$ cat src/hw/disp_pkg.sv
package disp_pkg;

    // panel geometry
    localparam int MATRIX_ROWS = 8;
    localparam int MATRIX_COLS = 8;
    localparam int ROW_IDX_W   = 3;

    // digit range
    localparam int DIGIT_W = 3;
    localparam logic [DIGIT_W-1:0] DIGIT_MAX = 3'd7;

    // colour bands, upper bound of each band
    // 7..4 red, 3..2 yellow, 1..0 green
    localparam logic [DIGIT_W-1:0] YELLOW_MAX = 3'd3;
    localparam logic [DIGIT_W-1:0] GREEN_MAX  = 3'd1;

    // one colour's column drive, bit 7 is the leftmost column
    typedef logic [MATRIX_COLS-1:0] col_t;

    // active low, one zero bit selects the lit row
    typedef logic [MATRIX_ROWS-1:0] row_t;

endpackage

$ cat src/hw/timing_pkg.sv
package timing_pkg;

    // 1 kHz row rate from a 50 MHz clock
    localparam int unsigned SCAN_DIV_DEF = 50000;

    // one count step per second at 50 MHz
    localparam int unsigned COUNT_DIV_DEF = 50000000;

endpackage

$ cat src/hw/glyph_if.sv
`timescale 1ns/1ps

interface glyph_if;
    import disp_pkg::*;

    logic [DIGIT_W-1:0]   digit;
    logic [ROW_IDX_W-1:0] row_idx;
    col_t                 red;
    col_t                 green;

    // scanner asks for a row of the current digit
    modport scan (
        output digit,
        output row_idx,
        input  red,
        input  green
    );

    // table answers combinationally
    modport rom (
        input  digit,
        input  row_idx,
        output red,
        output green
    );

endinterface

$ cat src/hw/tick_gen.sv
`timescale 1ns/1ps

module tick_gen #(
    parameter int unsigned SCAN_DIV  = timing_pkg::SCAN_DIV_DEF,
    parameter int unsigned COUNT_DIV = timing_pkg::COUNT_DIV_DEF
) (
    input  logic clk,
    input  logic rst,
    input  logic running,
    output logic scan_tick,
    output logic count_tick
);

    localparam int SCAN_W  = $clog2(SCAN_DIV);
    localparam int COUNT_W = $clog2(COUNT_DIV);

    logic [SCAN_W-1:0]  scan_cnt;
    logic [COUNT_W-1:0] count_cnt;

    // free running row rate divider
    always_ff @(posedge clk or posedge rst)
    begin
        if (rst)
        begin
            scan_cnt  <= '0;
            scan_tick <= 1'b0;
        end
        else if (scan_cnt == SCAN_W'(SCAN_DIV - 1))
        begin
            scan_cnt  <= '0;
            scan_tick <= 1'b1;
        end
        else
        begin
            scan_cnt  <= scan_cnt + 1'b1;
            scan_tick <= 1'b0;
        end
    end

    // held at zero until a run starts, so the first step is a full period later
    always_ff @(posedge clk or posedge rst)
    begin
        if (rst)
        begin
            count_cnt  <= '0;
            count_tick <= 1'b0;
        end
        else if (!running)
        begin
            count_cnt  <= '0;
            count_tick <= 1'b0;
        end
        else if (count_cnt == COUNT_W'(COUNT_DIV - 1))
        begin
            count_cnt  <= '0;
            count_tick <= 1'b1;
        end
        else
        begin
            count_cnt  <= count_cnt + 1'b1;
            count_tick <= 1'b0;
        end
    end

endmodule

$ cat src/hw/countdown.sv
`timescale 1ns/1ps

module countdown (
    input  logic                        clk,
    input  logic                        rst,
    input  logic                        st,
    input  logic                        count_tick,
    output logic [disp_pkg::DIGIT_W-1:0] digit,
    output logic                        running,
    output logic                        done
);
    import disp_pkg::*;

    logic st_q;
    logic st_prev;
    logic st_rise;

    // registered start and its previous value for the edge
    always_ff @(posedge clk or posedge rst)
    begin
        if (rst)
        begin
            st_q    <= 1'b0;
            st_prev <= 1'b0;
        end
        else
        begin
            st_q    <= st;
            st_prev <= st_q;
        end
    end

    assign st_rise = st_q & ~st_prev;

    always_ff @(posedge clk or posedge rst)
    begin
        if (rst)
        begin
            digit   <= DIGIT_MAX;
            running <= 1'b0;
            done    <= 1'b0;
        end
        else if (!st_q)
        begin
            digit   <= DIGIT_MAX;
            running <= 1'b0;
            done    <= 1'b0;
        end
        else if (st_rise)
        begin
            digit   <= DIGIT_MAX;
            running <= 1'b1;
            done    <= 1'b0;
        end
        else if (running)
        begin
            if (count_tick && digit != '0)
                digit <= digit - 1'b1;
            // holds at zero once reached
            if (digit == '0)
                done <= 1'b1;
        end
    end

endmodule

$ cat src/hw/glyph_rom.sv
`timescale 1ns/1ps

module glyph_rom (
    glyph_if.rom g
);
    import disp_pkg::*;

    // indexed by digit then row, row 0 left empty as a top margin
    localparam col_t GLYPH [0:(1 << DIGIT_W) - 1][0:MATRIX_ROWS-1] = '{
        '{
            8'b0000_0000,
            8'b0011_1100,
            8'b0100_0010,
            8'b0100_0010,
            8'b0100_0010,
            8'b0100_0010,
            8'b0100_0010,
            8'b0011_1100
        },
        '{
            8'b0000_0000,
            8'b0001_1000,
            8'b0011_1000,
            8'b0001_1000,
            8'b0001_1000,
            8'b0001_1000,
            8'b0001_1000,
            8'b0111_1110
        },
        '{
            8'b0000_0000,
            8'b0011_1100,
            8'b0110_0110,
            8'b0000_0110,
            8'b0000_1100,
            8'b0011_0000,
            8'b0110_0000,
            8'b0111_1110
        },
        '{
            8'b0000_0000,
            8'b0011_1100,
            8'b0110_0110,
            8'b0000_0110,
            8'b0001_1100,
            8'b0000_0110,
            8'b0110_0110,
            8'b0011_1100
        },
        '{
            8'b0000_0000,
            8'b0000_1100,
            8'b0001_1100,
            8'b0010_1100,
            8'b0100_1100,
            8'b0111_1110,
            8'b0000_1100,
            8'b0000_1100
        },
        '{
            8'b0000_0000,
            8'b0111_1110,
            8'b0110_0000,
            8'b0111_1100,
            8'b0000_0110,
            8'b0000_0110,
            8'b0110_0110,
            8'b0011_1100
        },
        '{
            8'b0000_0000,
            8'b0011_1100,
            8'b0110_0000,
            8'b0111_1100,
            8'b0110_0110,
            8'b0110_0110,
            8'b0110_0110,
            8'b0011_1100
        },
        '{
            8'b0000_0000,
            8'b0111_1110,
            8'b0000_0110,
            8'b0000_1100,
            8'b0001_1000,
            8'b0011_0000,
            8'b0011_0000,
            8'b0011_0000
        }
    };

    col_t bitmap;

    assign bitmap = GLYPH[g.digit][g.row_idx];

    // colour by urgency band
    always_comb
    begin
        if (g.digit <= GREEN_MAX)
        begin
            g.red   = '0;
            g.green = bitmap;
        end
        else if (g.digit <= YELLOW_MAX)
        begin
            // yellow is both dies lit
            g.red   = bitmap;
            g.green = bitmap;
        end
        else
        begin
            g.red   = bitmap;
            g.green = '0;
        end
    end

endmodule

$ cat src/hw/matrix_scan.sv
`timescale 1ns/1ps

module matrix_scan (
    input  logic                         clk,
    input  logic                         rst,
    input  logic                         running,
    input  logic                         scan_tick,
    input  logic [disp_pkg::DIGIT_W-1:0] digit,
    glyph_if.scan                        g,
    output disp_pkg::row_t               row,
    output disp_pkg::col_t               colr,
    output disp_pkg::col_t               colg
);
    import disp_pkg::*;

    logic [ROW_IDX_W-1:0] row_idx;

    // row pointer, wraps 7 -> 0 by width
    always_ff @(posedge clk or posedge rst)
    begin
        if (rst)
            row_idx <= '0;
        else if (!running)
            row_idx <= '0;
        else if (scan_tick)
            row_idx <= row_idx + 1'b1;
    end

    assign g.row_idx = row_idx;
    assign g.digit   = digit;

    // row select and both colours sampled together so they never mismatch
    always_ff @(posedge clk or posedge rst)
    begin
        if (rst)
        begin
            row  <= '1;
            colr <= '0;
            colg <= '0;
        end
        else if (!running)
        begin
            row  <= '1;
            colr <= '0;
            colg <= '0;
        end
        else
        begin
            row  <= ~(row_t'(1) << row_idx);
            colr <= g.red;
            colg <= g.green;
        end
    end

endmodule

$ cat src/hw/dot_timer_top.sv
`timescale 1ns/1ps

module dot_timer_top #(
    parameter int unsigned SCAN_DIV  = timing_pkg::SCAN_DIV_DEF,
    parameter int unsigned COUNT_DIV = timing_pkg::COUNT_DIV_DEF
) (
    input  logic                         clk,
    input  logic                         rst,
    input  logic                         st,
    output disp_pkg::row_t               row,
    output disp_pkg::col_t               colr,
    output disp_pkg::col_t               colg,
    output logic [disp_pkg::DIGIT_W-1:0] digit,
    output logic                         done
);

    logic scan_tick;
    logic count_tick;
    logic running;

    glyph_if glyph_bus ();

    tick_gen #(
        .SCAN_DIV  (SCAN_DIV),
        .COUNT_DIV (COUNT_DIV)
    ) tick_gen_i (
        .clk        (clk),
        .rst        (rst),
        .running    (running),
        .scan_tick  (scan_tick),
        .count_tick (count_tick)
    );

    countdown countdown_i (
        .clk        (clk),
        .rst        (rst),
        .st         (st),
        .count_tick (count_tick),
        .digit      (digit),
        .running    (running),
        .done       (done)
    );

    matrix_scan matrix_scan_i (
        .clk       (clk),
        .rst       (rst),
        .running   (running),
        .scan_tick (scan_tick),
        .digit     (digit),
        .g         (glyph_bus.scan),
        .row       (row),
        .colr      (colr),
        .colg      (colg)
    );

    glyph_rom glyph_rom_i (
        .g (glyph_bus.rom)
    );

endmodule

$ cat config.mk
export PLATFORM = sky130hd
export DESIGN_NAME = dot_timer_top
export DESIGN_NICKNAME = d
export VERILOG_FILES = /design/src/hw/disp_pkg.sv /design/src/hw/timing_pkg.sv /design/src/hw/glyph_if.sv /design/src/hw/tick_gen.sv /design/src/hw/countdown.sv /design/src/hw/glyph_rom.sv /design/src/hw/matrix_scan.sv /design/src/hw/dot_timer_top.sv
export SDC_FILE = /design/constraint.sdc
export NUM_CORES = 1
export LEC_CHECK = 0
export ABC_AREA = 1
export BUFFER_PORTS_ARGS = -buffer_cell sky130_fd_sc_hd__buf_2
export CAP_MARGIN = 30
export CORE_MARGIN = 2
export CORE_UTILIZATION = 55
export DETAILED_ROUTE_END_ITERATION = 8
export GPL_ROUTABILITY_DRIVEN = 0
export PLACE_DENSITY = 0.84
export RECOVER_POWER = 50
export REMOVE_ABC_BUFFERS = 1
export SKIP_CTS_REPAIR_TIMING = 1
export SYNTH_ARGS = -nofsm -noshare
export SYNTH_HDL_FRONTEND = slang
export SYNTH_SLANG_ARGS = --single-unit
$ cat constraint.sdc
create_clock -name clk -period 3.25 [get_ports clk]
set_input_delay 0 -clock clk [delete_from_list [all_inputs] [get_ports clk]]
set_output_delay 0 -clock clk [all_outputs]
set_load 0.005 [all_outputs]
; ---- Word level (Yosys, flattened, before mapping)
; Memory sizes are Yosys's and may differ from the RTL's.
; Cells that the tools add are included.
[totals]
output_inout_bits = 28
mem_count = 1
ff_bits = 78
rom_bits = 512
inputBits = 3
[classes]
n_bitwise = 5
addsub = 4
n_eq_ne = 7
order_cmp = 4
n_reduce_logical = 5
shift = 1
n_mux = 29
[mem_list]
columns = memory, words, width, rd, rd_ports_with_merged_regs, write_ports, line_no
row1 = (name not given), 8, 64, 1, 0, 0, glyph_rom.sv:94  ; assign bitmap = GLYPH[g.digit][g.row_idx];
[ops]
columns = op, count
row1 = 64-bit two-way mux, 2
row2 = 8-bit two-way mux, 8
row3 = 26-bit two-way mux, 2
row4 = 26-bit by 1-bit adder with 26-bit output (second input constant), 1
row5 = 26-bit == test (second input constant), 1
row6 = 8-bit binary-select mux with 3-bit select, 1
row7 = 3-bit two-way mux, 6
row8 = 16-bit by 1-bit adder with 16-bit output (second input constant), 1
row9 = 16-bit == test (second input constant), 1
row10 = 16-bit two-way mux, 1
row11 = 1-bit two-way mux, 9
row12 = 4-bit >= comparator (second input constant), 2
row13 = 3-bit inverter with 4-bit output, 2
row14 = 8-bit inverter, 1
row15 = 1-bit by 3-bit left shift with 8-bit output (first input constant), 1
row16 = 3-bit != test (second input constant), 2
row17 = 2-bit != test (second input constant), 2
row18 = 2-bit AND reduction, 2
row19 = 3-bit by 1-bit adder with 3-bit output (second input constant), 1
row20 = 3-bit by 1-bit <= comparator with 1-bit output (second input constant), 1
row21 = 3-bit by 2-bit <= comparator with 1-bit output (second input constant), 1
row22 = 3-bit zero test, 1
row23 = 3-bit by 2-bit != test with 1-bit output (second input constant), 1
row24 = 3-bit nonzero test, 1
row25 = 4 further kinds, 4

; ---- Longest topological paths before layout
[depth]
ltp_word = 10
mapped_depth = 11
mapped_depth_nobuf = 11

; ---- Hierarchy
; A second synthesis with hierarchy kept.
[unflattened]
hier_cells = 639
area_unflattened_um2 = 4640.7
[by_module_without_submodules]
columns = module, instances, seq_area_each_um2, area_each_um2, cells_each
row1 = tick_gen, 1, 1101.1, 2523.7, 348
row2 = matrix_scan, 1, 685.7, 1022.2, 94
row3 = glyph_rom, 1, 0.0, 784.5, 162
row4 = countdown, 1, 178.9, 310.3, 35

; ---- Worst setup path before layout
; No wires, ideal clock.
[synth_timing]
path_type = register -> register
startpoint = reg countdown_i.digit[0] (netlist name)
endpoint = reg matrix_scan_i.colg[4]
t_arrival_ns = 1.570
setup_slack_ns = 1.602
setup_ns = 0.078
stages_incl_launch_ff = 9
synth_period_minus_slack_ns = 1.648
path_buffers = 0
required_time_ns = 3.172
path_cell_list = dfstp_2 > inv_1 > ha_1 > ha_1 > nor2_1 > nor2_1 > nor2_1 > nand3_1 > a21oi_1
[synth_between]
elab_chain_cells = 10
[synth_lines]
columns = item, line_no
row1 = start: declaration, countdown.sv:8  ; output logic [disp_pkg::DIGIT_W-1:0] digit,
row2 = start signal: assignment, countdown.sv:58  ; digit <= digit - 1'b1;
row3 = 3-bit inverter with 4-bit output (implied by the code), glyph_rom.sv:94
row4 = memory 8 x 64 bit, n/a
row5 = 64-bit two-way mux (implied by the code) (2 in series), glyph_rom.sv:94
row6 = 8-bit binary-select mux with 3-bit select, glyph_rom.sv:94
row7 = 8-bit two-way mux (implied by the code) (2 in series), glyph_rom.sv:94
row8 = 8-bit two-way mux, glyph_rom.sv:104  ; else if (g.digit <= YELLOW_MAX)
row9 = 8-bit two-way mux (*), glyph_rom.sv:99  ; if (g.digit <= GREEN_MAX)
row10 = 8-bit two-way mux (*), matrix_scan.sv:41  ; else if (!running)
row11 = end signal: assignment, matrix_scan.sv:51  ; colg <= g.green;
row12 = end: declaration, matrix_scan.sv:12  ; output disp_pkg::col_t colg
; Every way passes the cells marked *; elsewhere a longest branch is shown, timed or not. The select of a mux whose other input is x is not followed.
; A chain may end at the register's enable or synchronous reset.

; ---- Final worst setup path
[layout_timing]
startpoint = reg countdown_i.digit[0] (netlist name)
endpoint = reg matrix_scan_i.colg[1]
; Same word-level chain as after synthesis.

==> qor.log <==
INFO  cts            htree_num_levels=3
INFO  route          vias=3602
INFO  cts            worst_setup_hold_path_clk_slew=0.08ns
INFO  yosys          cells_taking_the_most_area_after_synthesis=sky130_fd_sc_hd__dfrtp_1 38%, sky130_fd_sc_hd__nand2_1 11%, sky130_fd_sc_hd__nor2_1 8.0%
INFO  worst_setup_path type_of_element_launching_the_critical_path=register
INFO  sta            worst-slew-pin-transition=0.702ns
INFO  worst_setup_path worst-endpoint-arrival=2.10ns
INFO  sta            fin_skew=0.0106ns
INFO  cts            tritoncts=done
INFO  sta            final.hold.worst_slack=0.205ns
INFO  die            fp.dieArea=0.00834mm²
INFO  layout         nFillCells=605
INFO  worst_setup_path cp-end-kind=register
INFO  yosys          yosysTopAreaCellShare=37.6%
INFO  placed_design  placement.setup.worst_slack=1.47ns
INFO  yosys          synthesis.area=0.00419mm²
INFO  sta            drv_slew=0
INFO  sta            worst_slew_margin_rel=53.2%
INFO  sta            post-route-worst-setup-slack=1.38ns
INFO  route          finalWirelength=8460µm
INFO  job            number_of_maximum_capacitance_constraint_violations=0
INFO  worst_setup_path timing.critical_path.to=matrix_scan_i.colg[1]
INFO  route          antenna_left=0
INFO  die            placeableCoreArea=0.00733mm²
INFO  yosys          netlist-cell-type-count=34
INFO  sta            setup-tns-final=0ns
INFO  global_routing grt_use_met3=4.23%
INFO  placed_design  hpwlAfterDp=6180µm
INFO  worst_setup_path r2r_end=matrix_scan_i.colg[1]
INFO  layout         layout_commonest_cell=sky130_fd_sc_hd__nand2_1
INFO  route          first_pass_iters=5
INFO  worst_setup_path critPathKind=reg2reg
INFO  yosys          syn_inst=537
INFO  layout         syn2layout_area_growth=10.1%
INFO  yosys          synth.avg_cell_area=7.81µm²
INFO  sta            timing.final.setup_violations=0
INFO  die            pin_count=31
INFO  pwr            irDropWorstVdd=0.233mV
INFO  route          drt-vias-per-instance=5.38
INFO  layout         leading_cell_types_in_the_layout_fill_and_taps_excluded=127 x sky130_fd_sc_hd__nand2_1, 89 x sky130_fd_sc_hd__nor2_1, 63 x sky130_fd_sc_hd__dfrtp_1
INFO  layout         diodes=0
INFO  worst_setup_path worst-path-buf-inv=2
INFO  die            rows=31
INFO  worst_setup_path critPathTopFamily=flip-flops
INFO  worst_setup_path crit-reg2reg-launch=countdown_i.digit[0]
INFO  die            floorplan.die.height=91.3µm
INFO  die            fp.dieW=91.3µm
INFO  cts            root_buffer=sky130_fd_sc_hd__clkbuf_8
INFO  worst_setup_path critPathLaunch=countdown_i.digit[0]
INFO  worst_setup_path critical_path.max_fanout=8
INFO  route          dr.first_iter.drc_count=281
INFO  global_routing globalRouteOverflowTotal=0
INFO  yosys          synth_sequential_area_ratio=44.5%
INFO  worst_setup_path rr_worst_depth=10
INFO  sta            fmaxAchievable=536MHz
INFO  yosys          synth-seq-cells=74
INFO  global_routing grt_pass1_wl=14700µm
INFO  global_routing top_usage_layer=met2
INFO  min_path       worst_min_path_class=in2async
INFO  yosys          yosysWarnings=0
INFO  placed_design  port_buffers=26
INFO  route          detail_route.wl_per_cell=12.6µm
INFO  cts            clk-insertion-delay-late=0.36ns
INFO  cts            cts_max_path_buffers=2
INFO  pwr            cellPowerDensity=379mW/mm²
INFO  die            floorplan.initialDensity=57.2%
INFO  worst_setup_path crit_path_frequent_cell=sky130_fd_sc_hd__nand2_1
INFO  layout         num-nets-final=585
INFO  sta            final_min_period_over_clock_period=57.4%
INFO  worst_setup_path critical_path_required=3.49ns
INFO  route          drc=0
INFO  worst_setup_path critPathMaxStageDelay=0.60ns
INFO  global_routing groute.layer.met2.usage=35.5%
INFO  cts            cts_sinks=74
INFO  worst_setup_path critical_path.cell_chain=inv_1 -> ha_1 -> inv_1 -> nand2_1 -> nand2_1 -> nand2_1 -> nand3_1 -> nand4_1 -> nand2_1 -> nor2_1
INFO  sta            hold_viol_final=0
INFO  sta            timing.final.crit_period=1.87ns
INFO  global_routing grt.met1_usage=26.7%
INFO  global_routing grt_start_max_net_pins=40
INFO  global_routing first_global_vias=3402
INFO  outcome        status=completed
INFO  layout         drive_gt1_share=14.4%
INFO  cts            cts_buffers=9
INFO  sta            grt_setup_unrepaired=false
INFO  global_routing grt_use_total=21.7%
INFO  worst_setup_path cp_num_cells=10
INFO  worst_setup_path critPathSlowestCell=sky130_fd_sc_hd__dfstp_2
INFO  pwr            power.leakage=2.17nW
INFO  worst_setup_path ff2ff_setup_slack=1.38ns
INFO  global_routing antenna_found_initial=0
INFO  yosys          synth_top_area_cell=sky130_fd_sc_hd__dfrtp_1
routing by layer:
layer  up-vias  routed length, µm  part of all wire (%)
met3        31                471                   5.6
met5         -                  0                     0
met4         0                262                   3.1
met1      1680               3610                    43
met2       150               4120                    49
li1       1741                  -                     -
cell type report:
class,count,area [µm²],area share [%]
clock buffers,9,124,2.68
clock inverters,7,93.8,2.03
inverters,58,220,4.77
multi-input cells,392,2020,43.7
flip-flops and latches,74,1870,40.4
well taps,99,124,2.68
repair buffers,31,174,3.77
logic make-up after synthesis:
family          Yosys count  synth area share, %
xor+xnor                 23                 4.80
fa+ha+maj                16                 4.77
buf+inv                  74                 7.73
other cells               1               0.0894
flops                    74                 44.5
simple gates            311                 33.2
compound gates           38                 4.89
sequential cells by signal, summed over array words and instances, names as in the netlist:
name,flops
tick_gen_i.count_tick,1
matrix_scan_i.row,8
matrix_scan_i.colr,6
countdown_i.running,1
tick_gen_i.count_cnt,26
tick_gen_i.scan_cnt,16
countdown_i.done,1
countdown_i.st_prev,1
countdown_i.st_q,1
countdown_i.digit,3
matrix_scan_i.g.row_idx,3
matrix_scan_i.colg,6
tick_gen_i.scan_tick,1
tightest hold or removal path, stage by stage:
cell and delay (ns):
sky130_fd_sc_hd__dlygate4sd3_1 0.54, sky130_fd_sc_hd__buf_2 0.12, sky130_fd_sc_hd__inv_1 0.33
metrics by stage:
stage | std cells | power, mW | util (%) | area [µm²]
6_report | 670 | 1.75 | 63.0 | 4620
5_1_grt | 670 | 1.81 | 63.0 | 4620
4_1_cts | 668 | 1.76 | 62.9 | 4610
3_5_place_dp | 652 | 0.995 | 59.9 | 4390
3_3_place_gp | 651 | 0.991 | 59.6 | 4370
2_1_floorplan | 524 | 0.976 | - | 4100
where the power goes:
group          switching, mW  internal, mW
sequential           0.00756         0.926
clock                  0.343         0.430
combinational         0.0325       0.00988
total                  0.383          1.37
synthesized netlist by cell type:
cell type,count
sky130_fd_sc_hd__nand2_1,127
sky130_fd_sc_hd__nor2_1,89
sky130_fd_sc_hd__dfrtp_1,63
sky130_fd_sc_hd__inv_1,54
sky130_fd_sc_hd__nand3_1,51
sky130_fd_sc_hd__a21oi_1,20
sky130_fd_sc_hd__ha_1,16
sky130_fd_sc_hd__xor2_1,16
sky130_fd_sc_hd__dfstp_2,11
sky130_fd_sc_hd__nand2_2,9
sky130_fd_sc_hd__nand4_1,9
sky130_fd_sc_hd__o21ai_0,8
sky130_fd_sc_hd__nor2_2,7
sky130_fd_sc_hd__xnor2_1,7
sky130_fd_sc_hd__buf_4,6
sky130_fd_sc_hd__nor3_1,6
sky130_fd_sc_hd__buf_2,4
sky130_fd_sc_hd__nor2_4,4
sky130_fd_sc_hd__o21ai_1,4
sky130_fd_sc_hd__clkbuf_1,3
sky130_fd_sc_hd__inv_2,3
sky130_fd_sc_hd__o211ai_1,3
sky130_fd_sc_hd__buf_6,2
sky130_fd_sc_hd__nand2_4,2
sky130_fd_sc_hd__nand3_2,2
sky130_fd_sc_hd__nor3_4,2
sky130_fd_sc_hd__nor3b_1,2
sky130_fd_sc_hd__a211oi_1,1
sky130_fd_sc_hd__a21boi_0,1
sky130_fd_sc_hd__clkbuf_2,1
sky130_fd_sc_hd__conb_1,1
sky130_fd_sc_hd__inv_4,1
sky130_fd_sc_hd__o21a_1,1
sky130_fd_sc_hd__or2_2,1
how the worst min path moves through the flow:
stage | cells past startpoint | startpoint | to | slack [ns]
3_3_place_gp | 1 | st | countdown_i.st_q | 0.11
6_report | 3 | rst | tick_gen_i.scan_cnt[8] | 0.21
3_5_place_dp | 2 | rst | tick_gen_i.scan_cnt[12] | -0.06
2_1_floorplan | 0 | st | countdown_i.st_q | 0.03
5_1_grt | 3 | rst | countdown_i.st_q | 0.25
4_1_cts | 2 | rst | tick_gen_i.scan_cnt[8] | -0.44
(Power assumes the default switching activity.)
